**config.mk**
```make
export PLATFORM = sky130hd
export DESIGN_NAME = mp8_top
export DESIGN_NICKNAME = d
export VERILOG_FILES = /design/src/common/mp8_pkg.sv /design/src/source/mp8_top.sv /design/src/source/mp8_sequencer.sv /design/src/datapath/mp8_alu.sv /design/src/datapath/mp8_register_file.sv /design/src/source/mp8_decoder.sv
export VERILOG_INCLUDE_DIRS = /design/src /design/src/common
export SDC_FILE = /design/constraint.sdc
export NUM_CORES = 1
export LEC_CHECK = 0
export BUFFER_PORTS_ARGS = -buffer_cell sky130_fd_sc_hd__buf_4
export CORE_MARGIN = 2
export CORE_UTILIZATION = 40
export CTS_BUF_LIST = sky130_fd_sc_hd__clkbuf_8
export DETAILED_ROUTE_END_ITERATION = 8
export GPL_ROUTABILITY_DRIVEN = 0
export GPL_TIMING_DRIVEN = 0
export MAX_ROUTING_LAYER = met4
export PLACE_DENSITY = 0.56
export SYNTH_ARGS = -nofsm -noshare
export SYNTH_HDL_FRONTEND = slang
export SYNTH_SLANG_ARGS = --single-unit
```
**constraint.sdc**
```tcl
create_clock -name clk -period 7.3 [get_ports clk]
set_input_delay 2.19 -clock clk [delete_from_list [all_inputs] [get_ports clk]]
set_output_delay 2.19 -clock clk [all_outputs]
set_load 0.005 [all_outputs]
```
**src/common/mp8_config.svh**
```systemverilog
`ifndef MP8_CONFIG_SVH
`define MP8_CONFIG_SVH

////////////////////
// core sizing
`define MP8_NUM_REGS          16
`define MP8_STACK_DEPTH_LOG2  5       // 32 return addresses
`define MP8_RESET_VECTOR      12'h000

////////////////////
// opcode field, instruction[17:12]
// bit 0 selects the constant operand, bit 1 the carry variant of add/sub/test/compare
`define MP8_OP_LOAD     6'h00
`define MP8_OP_AND      6'h02
`define MP8_OP_OR       6'h04
`define MP8_OP_XOR      6'h06
`define MP8_OP_INPUT    6'h08
`define MP8_OP_TEST     6'h0C
`define MP8_OP_ADD      6'h10
`define MP8_OP_SUB      6'h18
`define MP8_OP_COMPARE  6'h1C
`define MP8_OP_OUTPUT   6'h2C
`define MP8_OP_CALL     6'h20   // unconditional forms
`define MP8_OP_JUMP     6'h22
`define MP8_OP_RETURN   6'h25

// conditional flow is {1'b1, cond, op[1:0]} in instruction[17:12]
`define MP8_COND_ALWAYS 3'b000
`define MP8_COND_Z      3'b100
`define MP8_COND_NZ     3'b101
`define MP8_COND_C      3'b110
`define MP8_COND_NC     3'b111

`endif
```
**src/common/mp8_pkg.sv**
```systemverilog
package mp8_pkg;

   ////////////////////
   // widths
   typedef logic [7:0]  data_t;     // register, port or constant
   typedef logic [11:0] addr_t;     // program address
   typedef logic [17:0] instr_t;
   typedef logic [3:0]  reg_idx_t;

   typedef struct packed {
      logic c;
      logic z;
   } flags_t;

   typedef logic [2:0] alu_op_t;
   localparam alu_op_t alu_load    = 3'd0;
   localparam alu_op_t alu_and     = 3'd1;
   localparam alu_op_t alu_or      = 3'd2;
   localparam alu_op_t alu_xor     = 3'd3;
   localparam alu_op_t alu_add     = 3'd4;
   localparam alu_op_t alu_sub     = 3'd5;
   localparam alu_op_t alu_test    = 3'd6;
   localparam alu_op_t alu_compare = 3'd7;

   typedef logic [1:0] flow_t;
   localparam flow_t flow_seq  = 2'd0;
   localparam flow_t flow_jump = 2'd1;
   localparam flow_t flow_call = 2'd2;
   localparam flow_t flow_ret  = 2'd3;

   typedef logic [2:0] cond_t;      // same coding as instruction[16:14]

   typedef struct packed {
      alu_op_t  alu_op;
      logic     alu_valid;
      logic     use_carry;          // ADDCY, SUBCY, TESTCY, COMPARECY
      logic     use_const;          // second operand is kk
      reg_idx_t sx;
      reg_idx_t sy;
      data_t    kk;
      addr_t    target;
      flow_t    flow;
      cond_t    cond;
      logic     is_input;
      logic     is_output;
   } dec_t;

   typedef enum logic {ph_fetch, ph_execute} phase_e;

endpackage

```
**src/source/mp8_top.sv**
```systemverilog
`timescale 1ns/1ps

module mp8_top (
   input  logic            clk,
   input  logic            rst,
   output mp8_pkg::addr_t  address,
   output logic            bram_enable,
   input  mp8_pkg::instr_t instruction,
   input  mp8_pkg::data_t  in_port,
   output mp8_pkg::data_t  out_port,
   output mp8_pkg::data_t  port_id,
   output logic            write_strobe,
   output logic            read_strobe
);

   mp8_pkg::dec_t     dec;
   mp8_pkg::flags_t   flags;
   mp8_pkg::data_t    sx_data;
   mp8_pkg::data_t    sy_data;
   mp8_pkg::reg_idx_t wr_idx;
   mp8_pkg::data_t    wr_data;
   logic              wr_en;
   logic              decode_phase;
   logic              execute_phase;

   mp8_decoder u_decoder (
      .instruction(instruction),
      .dec        (dec)
   );

   mp8_sequencer u_sequencer (
      .clk          (clk),
      .rst          (rst),
      .dec          (dec),
      .flags        (flags),
      .address      (address),
      .bram_enable  (bram_enable),
      .decode_phase (decode_phase),
      .execute_phase(execute_phase)
   );

   mp8_alu u_alu (
      .clk          (clk),
      .rst          (rst),
      .decode_phase (decode_phase),
      .execute_phase(execute_phase),
      .dec          (dec),
      .sx_data      (sx_data),
      .sy_data      (sy_data),
      .in_port      (in_port),
      .flags        (flags),
      .wr_en        (wr_en),
      .wr_idx       (wr_idx),
      .wr_data      (wr_data),
      .port_id      (port_id),
      .out_port     (out_port),
      .write_strobe (write_strobe),
      .read_strobe  (read_strobe)
   );

   mp8_register_file u_register_file (
      .clk      (clk),
      .rd_a_idx (dec.sx),
      .rd_a_data(sx_data),
      .rd_b_idx (dec.sy),
      .rd_b_data(sy_data),
      .wr_en    (wr_en),
      .wr_idx   (wr_idx),
      .wr_data  (wr_data)
   );

endmodule

```
**src/source/mp8_sequencer.sv**
```systemverilog
`timescale 1ns/1ps
`include "mp8_config.svh"

module mp8_sequencer (
   input  logic            clk,
   input  logic            rst,
   input  mp8_pkg::dec_t   dec,
   input  mp8_pkg::flags_t flags,
   output mp8_pkg::addr_t  address,
   output logic            bram_enable,
   output logic            decode_phase,   // execute clock of the sequencer
   output logic            execute_phase   // one clock later, ALU writeback
);

   localparam int stack_depth = 1 << `MP8_STACK_DEPTH_LOG2;

   mp8_pkg::phase_e phase;
   mp8_pkg::addr_t  pc;
   mp8_pkg::addr_t  pc_inc;
   mp8_pkg::addr_t  pop_addr;
   mp8_pkg::addr_t  stack_mem [stack_depth];
   logic [`MP8_STACK_DEPTH_LOG2:0]   sp;       // entries pushed
   logic [`MP8_STACK_DEPTH_LOG2-1:0] sp_top;
   logic            started;
   logic            restart;                   // stack over/underflow
   logic            cond_ok;
   logic            push;

   assign address      = pc;
   assign pc_inc       = pc + 12'd1;
   assign sp_top       = sp[`MP8_STACK_DEPTH_LOG2-1:0] - 1'b1;
   assign pop_addr     = stack_mem[sp_top];
   assign bram_enable  = started & (phase == mp8_pkg::ph_fetch);
   assign decode_phase = started & (phase == mp8_pkg::ph_execute);

   always_comb
   begin
      case (dec.cond)
         `MP8_COND_Z:  cond_ok = flags.z;
         `MP8_COND_NZ: cond_ok = ~flags.z;
         `MP8_COND_C:  cond_ok = flags.c;
         `MP8_COND_NC: cond_ok = ~flags.c;
         default:      cond_ok = 1'b1;
      endcase
   end

   assign push = decode_phase & cond_ok & (dec.flow == mp8_pkg::flow_call) &
                 (sp != stack_depth);

   ////////////////////
   // phase, pc and stack pointer
   always_ff @(posedge clk)
   begin
      if (rst | restart)
      begin
         phase         <= mp8_pkg::ph_execute;   // first clock after reset fetches
         started       <= 1'b0;
         execute_phase <= 1'b0;
         restart       <= 1'b0;
         pc            <= `MP8_RESET_VECTOR;
         sp            <= '0;
      end
      else
      begin
         started       <= 1'b1;
         execute_phase <= decode_phase;
         phase         <= (phase == mp8_pkg::ph_fetch) ? mp8_pkg::ph_execute
                                                      : mp8_pkg::ph_fetch;
         if (decode_phase)
         begin
            pc <= pc_inc;
            if (cond_ok)
            begin
               case (dec.flow)
                  mp8_pkg::flow_jump: pc <= dec.target;
                  mp8_pkg::flow_call:
                  begin
                     if (sp == stack_depth)
                     begin
                        restart <= 1'b1;
                        pc      <= `MP8_RESET_VECTOR;
                     end
                     else
                     begin
                        sp <= sp + 1'b1;
                        pc <= dec.target;
                     end
                  end
                  mp8_pkg::flow_ret:
                  begin
                     if (sp == '0)
                     begin
                        restart <= 1'b1;
                        pc      <= `MP8_RESET_VECTOR;
                     end
                     else
                     begin
                        sp <= sp - 1'b1;
                        pc <= pop_addr;
                     end
                  end
                  default: ;
               endcase
            end
         end
      end
   end

   always_ff @(posedge clk)
   begin
      if (push)
         stack_mem[sp[`MP8_STACK_DEPTH_LOG2-1:0]] <= pc_inc;   // return address
   end

endmodule

```
**src/datapath/mp8_alu.sv**
```systemverilog
`timescale 1ns/1ps

module mp8_alu (
   input  logic              clk,
   input  logic              rst,
   input  logic              decode_phase,    // instruction valid
   input  logic              execute_phase,   // writeback clock
   input  mp8_pkg::dec_t     dec,
   input  mp8_pkg::data_t    sx_data,
   input  mp8_pkg::data_t    sy_data,
   input  mp8_pkg::data_t    in_port,
   output mp8_pkg::flags_t   flags,
   output logic              wr_en,
   output mp8_pkg::reg_idx_t wr_idx,
   output mp8_pkg::data_t    wr_data,
   output mp8_pkg::data_t    port_id,
   output mp8_pkg::data_t    out_port,
   output logic              write_strobe,
   output logic              read_strobe
);

   mp8_pkg::data_t    operand_b;
   mp8_pkg::data_t    and_v;
   mp8_pkg::data_t    res_d;
   mp8_pkg::data_t    res_q;
   mp8_pkg::data_t    port_q;
   mp8_pkg::reg_idx_t sx_q;
   logic [8:0]        sum;
   logic [8:0]        diff;          // bit 8 is the borrow
   logic              cin;
   logic              carry_d;
   logic              carry_q;
   logic              use_carry_q;
   logic              write_q;
   logic              flag_q;

   assign operand_b = dec.use_const ? dec.kk : sy_data;
   assign cin       = dec.use_carry & flags.c;
   assign and_v     = sx_data & operand_b;
   assign sum       = {1'b0, sx_data} + {1'b0, operand_b} + {8'd0, cin};
   assign diff      = {1'b0, sx_data} - {1'b0, operand_b} - {8'd0, cin};

   always_comb
   begin
      res_d   = operand_b;
      carry_d = 1'b0;
      case (dec.alu_op)
         mp8_pkg::alu_and:                   res_d = and_v;
         mp8_pkg::alu_or:                    res_d = sx_data | operand_b;
         mp8_pkg::alu_xor:                   res_d = sx_data ^ operand_b;
         mp8_pkg::alu_add:                   {carry_d, res_d} = sum;
         mp8_pkg::alu_sub, mp8_pkg::alu_compare: {carry_d, res_d} = diff;
         mp8_pkg::alu_test:
         begin
            res_d   = and_v;
            carry_d = ^{and_v, cin};   // odd parity
         end
         default: ;
      endcase
      if (dec.is_input)
         res_d = in_port;
   end

   ////////////////////
   // decode phase capture
   always_ff @(posedge clk)
   begin
      if (decode_phase)
      begin
         res_q       <= res_d;
         carry_q     <= carry_d;
         sx_q        <= dec.sx;
         use_carry_q <= dec.use_carry;
         port_q      <= operand_b;
         if (dec.is_output)
            out_port <= sx_data;
      end
   end

   always_ff @(posedge clk)
   begin
      if (rst)
      begin
         write_q      <= 1'b0;
         flag_q       <= 1'b0;
         write_strobe <= 1'b0;
      end
      else
      begin
         write_strobe <= decode_phase & dec.is_output;
         if (decode_phase)
         begin
            write_q <= dec.is_input | (dec.alu_valid & (dec.alu_op != mp8_pkg::alu_test) &
                                       (dec.alu_op != mp8_pkg::alu_compare));
            flag_q  <= dec.alu_valid & (dec.alu_op != mp8_pkg::alu_load);
         end
      end
   end

   ////////////////////
   // writeback clock
   always_ff @(posedge clk)
   begin
      if (rst)
         flags <= '0;
      else if (execute_phase & flag_q)
      begin
         flags.c <= carry_q;
         flags.z <= (res_q == '0) & (~use_carry_q | flags.z);  // carry forms chain Z
      end
   end

   assign wr_en   = execute_phase & write_q;
   assign wr_idx  = sx_q;
   assign wr_data = res_q;

   assign read_strobe = decode_phase & dec.is_input;
   assign port_id     = decode_phase ? operand_b : port_q;  // held for write_strobe

endmodule

```
**src/datapath/mp8_register_file.sv**
```systemverilog
`timescale 1ns/1ps
`include "mp8_config.svh"

module mp8_register_file (
   input  logic              clk,
   input  mp8_pkg::reg_idx_t rd_a_idx,
   output mp8_pkg::data_t    rd_a_data,
   input  mp8_pkg::reg_idx_t rd_b_idx,
   output mp8_pkg::data_t    rd_b_data,
   input  logic              wr_en,
   input  mp8_pkg::reg_idx_t wr_idx,
   input  mp8_pkg::data_t    wr_data
);

   mp8_pkg::data_t regs [`MP8_NUM_REGS];

   initial
   begin
      for (int i = 0; i < `MP8_NUM_REGS; i++)
         regs[i] = '0;
   end

   assign rd_a_data = regs[rd_a_idx];   // sx
   assign rd_b_data = regs[rd_b_idx];   // sy

   always_ff @(posedge clk)
   begin
      if (wr_en)
         regs[wr_idx] <= wr_data;
   end

endmodule

```
**src/source/mp8_decoder.sv**
```systemverilog
`timescale 1ns/1ps
`include "mp8_config.svh"

module mp8_decoder (
   input  mp8_pkg::instr_t instruction,
   output mp8_pkg::dec_t   dec
);

   localparam logic [5:0] op_jump   = `MP8_OP_JUMP;
   localparam logic [5:0] op_call   = `MP8_OP_CALL;
   localparam logic [5:0] op_return = `MP8_OP_RETURN;

   logic [5:0] opcode;
   logic [5:0] op5;                 // opcodes with a 5-bit match
   logic [5:0] op4;                 // opcodes with a 4-bit match, bit 1 is carry
   logic       carry_group;
   logic       cond_form;

   assign opcode      = instruction[17:12];
   assign op5         = {opcode[5:1], 1'b0};
   assign op4         = {opcode[5:2], 2'b00};
   assign carry_group = (op4 == `MP8_OP_ADD) | (op4 == `MP8_OP_SUB) |
                        (op4 == `MP8_OP_TEST) | (op4 == `MP8_OP_COMPARE);
   assign cond_form   = (opcode[5:4] == 2'b11);

   always_comb
   begin
      dec = '0;
      dec.sx        = instruction[11:8];
      dec.sy        = instruction[7:4];
      dec.kk        = instruction[7:0];
      dec.target    = instruction[11:0];
      dec.use_const = opcode[0];
      dec.use_carry = carry_group & opcode[1];
      dec.is_input  = (op5 == `MP8_OP_INPUT);
      dec.is_output = (op5 == `MP8_OP_OUTPUT);
      dec.flow      = mp8_pkg::flow_seq;
      dec.cond      = `MP8_COND_ALWAYS;

      ////////////////////
      // register operations
      dec.alu_valid = 1'b1;
      dec.alu_op    = mp8_pkg::alu_load;
      if (op5 == `MP8_OP_LOAD)         dec.alu_op = mp8_pkg::alu_load;
      else if (op5 == `MP8_OP_AND)     dec.alu_op = mp8_pkg::alu_and;
      else if (op5 == `MP8_OP_OR)      dec.alu_op = mp8_pkg::alu_or;
      else if (op5 == `MP8_OP_XOR)     dec.alu_op = mp8_pkg::alu_xor;
      else if (op4 == `MP8_OP_ADD)     dec.alu_op = mp8_pkg::alu_add;
      else if (op4 == `MP8_OP_SUB)     dec.alu_op = mp8_pkg::alu_sub;
      else if (op4 == `MP8_OP_TEST)    dec.alu_op = mp8_pkg::alu_test;
      else if (op4 == `MP8_OP_COMPARE) dec.alu_op = mp8_pkg::alu_compare;
      else dec.alu_valid = 1'b0;    // io, flow and dropped opcodes

      ////////////////////
      // program flow
      if (opcode == op_jump)
         dec.flow = mp8_pkg::flow_jump;
      else if (opcode == op_call)
         dec.flow = mp8_pkg::flow_call;
      else if (opcode == op_return)
         dec.flow = mp8_pkg::flow_ret;
      else if (cond_form)
      begin
         dec.cond = opcode[4:2];
         if (opcode[1:0] == op_jump[1:0])        dec.flow = mp8_pkg::flow_jump;
         else if (opcode[1:0] == op_call[1:0])   dec.flow = mp8_pkg::flow_call;
         else if (opcode[1:0] == op_return[1:0]) dec.flow = mp8_pkg::flow_ret;
      end
   end

endmodule

```
# [After elaboration in Yosys (flattened, before gate mapping)]
# Memory sizes are Yosys's and may differ from the RTL's.
# Index checks and enable logic that the tools add are counted.
# Widths: inputs -> output; s select.
[totals] register_bits=57 ramBits=512 output_inout_bits=31 elab_cells=152 n_memories=2
[op_classes] n_addsub=8 n_eq_ne=37 n_mux=48 bitwise=28 reduce_logical=12
[mem_list] name="u_sequencer.stack_mem" words=32 word_bits=12 rd=1 rd_clocked_by_memory_dff=0 wr=1 line_no="mp8_sequencer.sv:21" text="mp8_pkg::addr_t stack_mem [stack_depth];"
[mem_list] name="u_register_file.regs" words=16 word_bits=8 rd=2 rd_clocked_by_memory_dff=0 wr=1 line_no="mp8_register_file.sv:15" text="mp8_pkg::data_t regs [`MP8_NUM_REGS];"
[ops] operator="$pmux 8 s5" n=1
[ops] operator="$mux 12" n=3
[ops] operator="$pmux 12 s3" n=1
[ops] operator="$mux 3" n=11
[ops] operator="$eq 3x3->1 const B" n=8
[ops] operator="$eq 6x6->1 const B" n=4
[ops] operator="$mux 8" n=3
[ops] operator="$mux 1" n=16
[ops] operator="$and 1x1->1" n=15
[ops] operator="$add 12x1->12 const B" n=1
[ops] operator="$eq 4x3->1 const B" n=3
[ops] operator="$logic_not 6->1" n=2
[ops] operator="$mux 2" n=6
[ops] operator="$mux 6" n=2
[ops] operator="$pmux 6 s2" n=1
[ops] operator="$eq 5x2->1 const B" n=2
[ops] operator="$reduce_and 5->1" n=2
[ops] operator="$add 8x8->9" n=1
[ops] operator="$add 9x1->9" n=1
[ops] operator="$reduce_xor 9->1" n=1
[ops] operator="$sub 8x8->9" n=1
[ops] operator="$sub 9x1->9" n=1
[ops] operator="$and 8x8->8" n=1
[ops] operator="$eq 2x2->1 const B" n=4
[ops] operator="other kinds (28)" n=42

# [Depth between registers and ports, before layout]
# Gate-level depths: netlist of the first run.
[logic_depth] depth_word=15 mapped_depth=17 depth_no_buf=14

# [Hierarchy]
# A second synthesis of the first run with hierarchy kept.
[hier_totals] cells_unflattened=1570 area_unflattened_um2=25884.8
[by_module_without_submodules] mod="mp8_sequencer" n_inst=1 cells_per_inst=914 area_each_um2=16637.2 seq_area_each_um2=11971.5
[by_module_without_submodules] mod="mp8_register_file" n_inst=1 cells_per_inst=291 area_each_um2=6024.5 seq_area_each_um2=3843.7
[by_module_without_submodules] mod="mp8_alu" n_inst=1 cells_per_inst=301 area_each_um2=2766.4 seq_area_each_um2=920.9
[by_module_without_submodules] mod="mp8_decoder" n_inst=1 cells_per_inst=64 area_each_um2=456.7 seq_area_each_um2=0.0

# [Worst setup path before layout of the first run]
# OpenSTA, ideal clock, no wires.
[synth_timing] path_kind="input to output" startpoint="input instruction[4]" endpoint="output port_id[0]" arrival_time_ns=4.060 t_required_ns=5.110 path_slack_ns=1.050 stages=6 n_path_buf=2 cell_sequence="buf_2 > buf_4 > mux4_2 > mux4_2 > mux2i_1 > o21ai_0"
[synth_via] elab_chain_len=3
[synth_rtl] item="from (decl)" line_no="mp8_top.sv:8" text="input mp8_pkg::instr_t instruction,"
[synth_rtl] item="$mem_v2 16x8"
[synth_rtl] item="$mux 8" line_no="mp8_alu.sv:37" text="assign operand_b = dec.use_const ? dec.kk : sy_data;"
[synth_rtl] item="$mux 8"
[synth_rtl] item="to (decl)" line_no="mp8_top.sv:11" text="output mp8_pkg::data_t port_id,"
# No other way between the ends.

# [Worst setup path in the final report of the first run]
[layout_timing] startpoint="input instruction[5]" endpoint="output port_id[0]"
# Same word-level chain as after synthesis.

==> impl_metrics.csv, run 1 <==
group,metric,value,unit
worst_setup_path,path_buf_inv,3,
placed_design,io_buffer_count,54,
timing,finalSetupViolCount,0,
pwr,p_leak,9.51,nW
route,detail_route.wl_per_cell,25.8,um
timing,relSlewSlack,9.90,%
worst_setup_path,cp-startpoint,"instruction[5]",
logic_synthesis,synthFlopType,"edfxtp_1",
floorplan,die_x,255,um
grt,grt_start_max_net_pins,35,
floorplan,initial_utilization,40.2,%
logic_synthesis,yosysWarnings,0,
clock_tree,tritoncts,"built",
route,drc,0,
floorplan,row_count,92,
clock_tree,htree_levels,3,
clock_tree,cts_root_buf,"clkbuf_8",
timing,rsz0062_at_grt,"no",
min_path,min_path_type,"flip-flop to flip-flop",
clock_tree,postCtsHoldBufs,0,
layout,syn2layout_area_growth,13.6,%
floorplan,die_height,255,um
layout,fillCellCount,5540,
logic_synthesis,synthesis.area,0.0252,mm^2
floorplan,io_pins,59,
logic_synthesis,syn_area_per_cell,16.9,um^2
worst_setup_path,cp_top_family,"multiplexers",
worst_setup_path,end_kind,"output pin",
timing,period_share,97.2,%
logic_synthesis,synth_edf_count,534,
timing,drv_slew,0,
route,viasPerCell,5.68,
clock_tree,clk_latency,710,ps
layout,layout.cells.most_common,"edfxtp_1",
grt,grt_pass1_wl,97500,um
placed_design,preCtsSetupSlack,-48.1,ps
logic_synthesis,ys_async_sr_fraction,0,%
worst_setup_path,path_class,"input pin to output pin",
timing,max_clock_freq,141,MHz
route,drtAntennaViolNets,0,
route,routed_wl,66200,um
logic_synthesis,syn_inst,1492,
pwr,p_per_area,237,mW/mm^2
pwr,ir_worst_vdd,138,uV
timing,fin_tns_setup,0,ps
floorplan,dieArea,0.0651,mm^2
grt,grt_pass1_vias,14700,
worst_setup_path,crit_chain,"buf_4 -> buf_1 -> mux4_2 -> mux4_2 -> mux2i_1 -> o21ai_0 -> buf_4",
grt,grt_remaining_overflow,0,
logic_synthesis,synth_cell_types,80,
grt,antenna_found_initial,1,
timing,tightest_slew,1350,ps
min_path,hp-start,"u_sequencer.phase",
timing,fin_skew,66.4,ps
worst_setup_path,r2r_slack,2110,ps
clock_tree,numCtsBuffers,94,
placed_design,place_hpwl,44400,um
clock_tree,path_clk_slew,60,ps
clock_tree,cts_sinks,569,
status,status,"complete, no violations",
flow_run,drv_cap,0,
worst_setup_path,cp_max_fo,13,
layout,final_cell_mix,"edfxtp_1, mux4_2, nand2_1",
clock_tree,post-cts-setup-buffer-count,0,
route,vias,14600,
timing,hold_viol,0,
worst_setup_path,start_kind,"input pin",
layout,drive_above_1_share,24.3,%
route,dr.pass1.iters,5,
timing,setup_ws,207,ps
clock_tree,cts-resized-gates,0,
timing,fin_crit,7090,ps
floorplan,coreArea,0.0627,mm^2
logic_synthesis,postSynthRegisterBits,569,
worst_setup_path,slowest_delay,570,ps
grt,grt_usage,21.3,%
clock_tree,clockBufferDepth,3,
worst_setup_path,worstReg2RegStart,"u_sequencer.sp[0]",
worst_setup_path,cp_slowest_cell,"buf_1",
worst_setup_path,worstPathRequired,5110,ps
worst_setup_path,cp.arrival,4900,ps
layout,nNetsFinal,1723,
logic_synthesis,ys_seq_area_share,66.3,%
route,drt-initial-drc-count,1425,
logic_synthesis,syn_nets,1566,
==> kinds of logic after synthesis <==
logic type / count (synthesis) / share of synthesized area [%]
adder cells (fa/ha/maj): 46 / 2.43
multiplexers: 204 / 16.7
buffers and inverters: 122 / 2.08
XOR/XNOR: 37 / 1.28
AO/OA/AOI/OAI: 167 / 4.67
flip-flops: 569 / 66.3
AND/OR/NAND/NOR: 347 / 6.52
==> where the power goes <==
part           switching [mW]  internal [mW]  leakage [nW]
sequential             0.0374           3.62          5.17
combinational           0.364          0.229          3.36
clock                    1.28           1.25         0.968
==> cell usage after synthesis (all sizes together) (3+ instances only) <==
master   instances  area (um^2)
nand2          119          447
xor2            11         96.3
mux2             5         56.3
a21o             5         37.5
or2              4         25.0
buf             45          235
nand2b          14         87.6
xnor2           26          228
nor2b            8         50.1
a32oi           12          113
and2             3         21.3
nand3           27          135
nand4           15         93.8
o22ai            3         18.8
mux2i           27          274
o21ai           30          161
inv             40          150
a2bb2oi          3         26.3
a221oi           9         85.1
dfxtp           35          701
o21a             7         52.6
nand3b          13         97.6
nor3b            4         30.0
a22oi            4         30.0
a211oi           6         45.0
a21oi           41          205
a31oi            4         25.0
clkbuf          37          139
nor4             5         31.3
mux4           172         3870
nor3            21          105
or3              5         31.3
o211ai           6         45.0
o221ai           8         70.1
a2111oi          3         26.3
nor2            93          349
edfxtp         534        16000
fa               5          100
and3             4         25.0
ha              41          513
==> state kept, by name, indices dropped and copies added, names as in the netlist <==
| signal | cells |
|---|---|
| u_alu.carry_q | 1 |
| u_alu.flag_q | 1 |
| u_alu.flags | 2 |
| u_alu.out_port | 8 |
| u_alu.port_q | 8 |
| u_alu.use_carry_q | 1 |
| u_alu.wr_data | 8 |
| u_alu.wr_idx | 4 |
| u_alu.write_q | 1 |
| u_alu.write_strobe | 1 |
| u_register_file.regs | 128 |
| u_sequencer.address | 12 |
| u_sequencer.execute_phase | 1 |
| u_sequencer.phase | 1 |
| u_sequencer.restart | 1 |
| u_sequencer.sp | 6 |
| u_sequencer.stack_mem | 384 |
| u_sequencer.started | 1 |
==> stage by stage <==
step | utilization [%] | hold slack (ps) | total power, mW | area (um^2) | instances
global placement | 42.5 | 380 | 4.29 | 26700 | 2392
floorplan | - | 371 | 4.08 | 25200 | 1492
global route | 45.7 | 430 | 7.03 | 28600 | 2570
detailed placement | 43.0 | 391 | 4.32 | 27000 | 2399
CTS | 45.6 | 405 | 6.85 | 28600 | 2569
finish | 45.7 | 413 | 6.79 | 28600 | 2570
==> layout make-up <==
class,instances,area (um^2),area share [%]
inverters,40,150,0.524
well taps,846,1060,3.70
clock buffers,94,1290,4.52
repair buffers,62,536,1.87
plain buffers,81,372,1.30
clock inverters,76,392,1.37
flip-flops and latches,569,16700,58.4
multi-input cells,801,8100,28.3
diodes,1,2.50,0.00874
==> worst reg2reg max path, delay by kind of cell (launching register included) <==
family	cells	cell delay (ps)
xor+xnor	1	880
simple gates	2	390
compound gates	2	840
fa+ha+maj	1	240
flops	1	500
buf+inv	6	2220
==> metal layers <==
metal,wire (um),part of all wire [%],GRT usage [%],vias to the layer above
li1,-,-,-,6325
met1,28300,43,28.6,7605
met2,31400,47,33.0,562
met3,4500,6.8,3.76,106
met4,2000,3.0,7.30,0
met5,0,0,-,-
==> path summary, 6_finish.rpt <==
check / cells after the start / end
worst max register to register: 12 / u_sequencer.address[5]
worst min-delay path: 1 / u_sequencer.phase
worst min register to register: 1 / u_sequencer.phase
worst max-delay path: 7 / port_id[0]
Note: power is estimated with default switching activity, not from simulation.
==> run 2, diff against run 1 <==
Settings changed: CORE_UTILIZATION 40 to 28, GPL_ROUTABILITY_DRIVEN 0 to not set, PLACE_DENSITY 0.56 to 0.43.
Clock period 7.3 ns to 7.55 ns, I/O delays scaled along.
==> impl_metrics.csv, run 2 (synthesis results as in run 1) <==
group,metric,value,unit
timing,tightest_slew,1370,ps
clock_tree,postCtsHoldBufs,0,
layout,syn2layout_area_growth,16.3,%
min_path,hp-start,"u_sequencer.phase",
grt,grt_usage,16.6,%
worst_setup_path,worstReg2RegStart,"u_sequencer.sp[0]",
layout,final_cell_mix,"edfxtp_1, mux4_2, nand2_1",
timing,hold_viol,0,
pwr,p_leak,9.62,nW
worst_setup_path,worstPathRequired,5290,ps
placed_design,io_buffer_count,54,
worst_setup_path,slowest_delay,640,ps
timing,fin_skew,75.4,ps
worst_setup_path,end_kind,"output pin",
clock_tree,tritoncts,"built",
layout,fin_util,32.7,%
clock_tree,cts_root_buf,"clkbuf_8",
clock_tree,numCtsBuffers,98,
clock_tree,cts_sinks,569,
grt,grt_start_max_net_pins,35,
layout,design_area,0.0293,mm^2
worst_setup_path,path_buf_inv,4,
layout,drive_above_1_share,25.8,%
route,viasPerCell,4.97,
worst_setup_path,cp_max_fo,10,
timing,period_share,98.4,%
flow_run,drv_cap,0,
timing,fin_crit,7430,ps
route,drtAntennaViolNets,0,
layout,largest_reg_flops,384,
floorplan,die_x,304,um
route,drt-initial-drc-count,1059,
pwr,ir_worst_vdd,111,uV
clock_tree,clockBufferDepth,3,
placed_design,place_hpwl,51200,um
route,dr.pass1.iters,5,
floorplan,initial_utilization,28.2,%
floorplan,dieArea,0.0925,mm^2
pwr,p_per_area,227,mW/mm^2
clock_tree,post-cts-setup-buffer-count,0,
layout,layout.cells.most_common,"edfxtp_1",
worst_setup_path,timing.rr.end,"u_sequencer.address[10]",
worst_setup_path,crit_chain,"buf_4 -> clkdlybuf4s15_1 -> buf_2 -> mux4_2 -> mux2i_1 -> nor3_1 -> a21oi_1 -> o21ai_0 -> buf_4",
worst_setup_path,ff2ff_path_depth,13,
worst_setup_path,crit_path_frequent_cell,"buf_4",
floorplan,row_count,110,
min_path,min_path_type,"flip-flop to flip-flop",
worst_setup_path,path_class,"input pin to output pin",
route,routed_wl,74600,um
worst_setup_path,cp_top_family,"buffers and inverters",
grt,grt_remaining_overflow,0,
clock_tree,path_clk_slew,60,ps
timing,finalSetupViolCount,0,
min_path,hold_depth,1,
route,detail_route.wl_per_cell,25.6,um
timing,whs,406,ps
route,drc,0,
worst_setup_path,cp_slowest_cell,"clkdlybuf4s15_1",
timing,drv_slew,0,
worst_setup_path,cp.arrival,5160,ps
worst_setup_path,start_kind,"input pin",
placed_design,place_congestion,0.862,
floorplan,coreArea,0.0896,mm^2
placed_design,placed_area,0.0275,mm^2
timing,rsz0062_at_grt,"no",
worst_setup_path,r2r_slack,2220,ps
grt,antenna_found_initial,1,
timing,setup_ws,120,ps
grt,grt_pass1_wl,108000,um
timing,max_clock_freq,135,MHz
route,vias,14500,
status,status,"complete, no violations",
clock_tree,htree_levels,3,
floorplan,die_height,304,um
placed_design,preCtsSetupSlack,-555,ps
clock_tree,clk_latency,720,ps
min_path,whs_endpoint,"u_sequencer.phase",
floorplan,io_pins,59,
timing,relSlewSlack,8.43,%
worst_setup_path,cp.depth,9,
grt,grt_pass1_vias,14900,
layout,nNetsFinal,1739,
run 2: cell types whose count changed in the layout (fill, tap and decap cells not counted), moves of 2 or more:
cell	delta
nor2_1	-10
nor2_2	+10
clkbuf_8	+8
buf_6	+7
buf_16	+4
clkinv_2	+3
clkinv_1	+2
clkinv_4	-2
inv_1	-2
run 2: worst max path at each step:
stage                               from               end  slack [ps]
after CTS                 instruction[5]        port_id[6]          60
final                     instruction[5]        port_id[6]         120
after detailed placement  instruction[9]  u_alu.wr_data[4]        -560
after floorplan           instruction[4]        port_id[0]        1150
after global placement    instruction[9]  u_alu.wr_data[4]        -550
after global routing      instruction[5]        port_id[6]          20
run 2: timing repair:
action                     in CTS  in global routing
setup endpoints to repair       1                  1
resized for setup               1                  1
hold endpoints to repair        0                  0
run 2: final cells by class:
| type | count | area, um^2 |
|---|---|---|
| fill | 8692 | 60300 |
| clock buffer | 101 | 1390 |
| clock inverter | 75 | 343 |
| sequential | 569 | 16700 |
| buffer | 82 | 382 |
| multi-input combinational | 801 | 8150 |
| timing repair buffer | 73 | 711 |
| inverter | 40 | 150 |
| antenna | 2 | 5.00 |
| tap | 1176 | 1470 |
run 2: routing by layer:
layer  GRT usage [%]  vias up  wire (um)
li1                -     6352          -
met1            21.9     7639      33500
met2            26.4      429      35900
met3            2.58       97       3560
met4            5.02        0       1760
met5               -        -          0
run 2: per-stage QoR:
stage / total power [mW] / instances / TNS [ps]
2_1_floorplan: 3.95 / 1492 / 0
3_3_place_gp: 4.18 / 2722 / -590
3_5_place_dp: 4.21 / 2736 / -637
4_1_cts: 6.74 / 2912 / 0
5_1_grt: 6.93 / 2918 / 0
6_report: 6.65 / 2919 / 0
run 2: report_power, final:
| group | switching, mW | leakage [nW] | internal, mW |
|---|---|---|---|
| sequential | 0.0381 | 5.17 | 3.50 |
| clock | 1.27 | 0.996 | 1.25 |
| combinational | 0.370 | 3.46 | 0.230 |
| total | 1.68 | 9.62 | 4.98 |
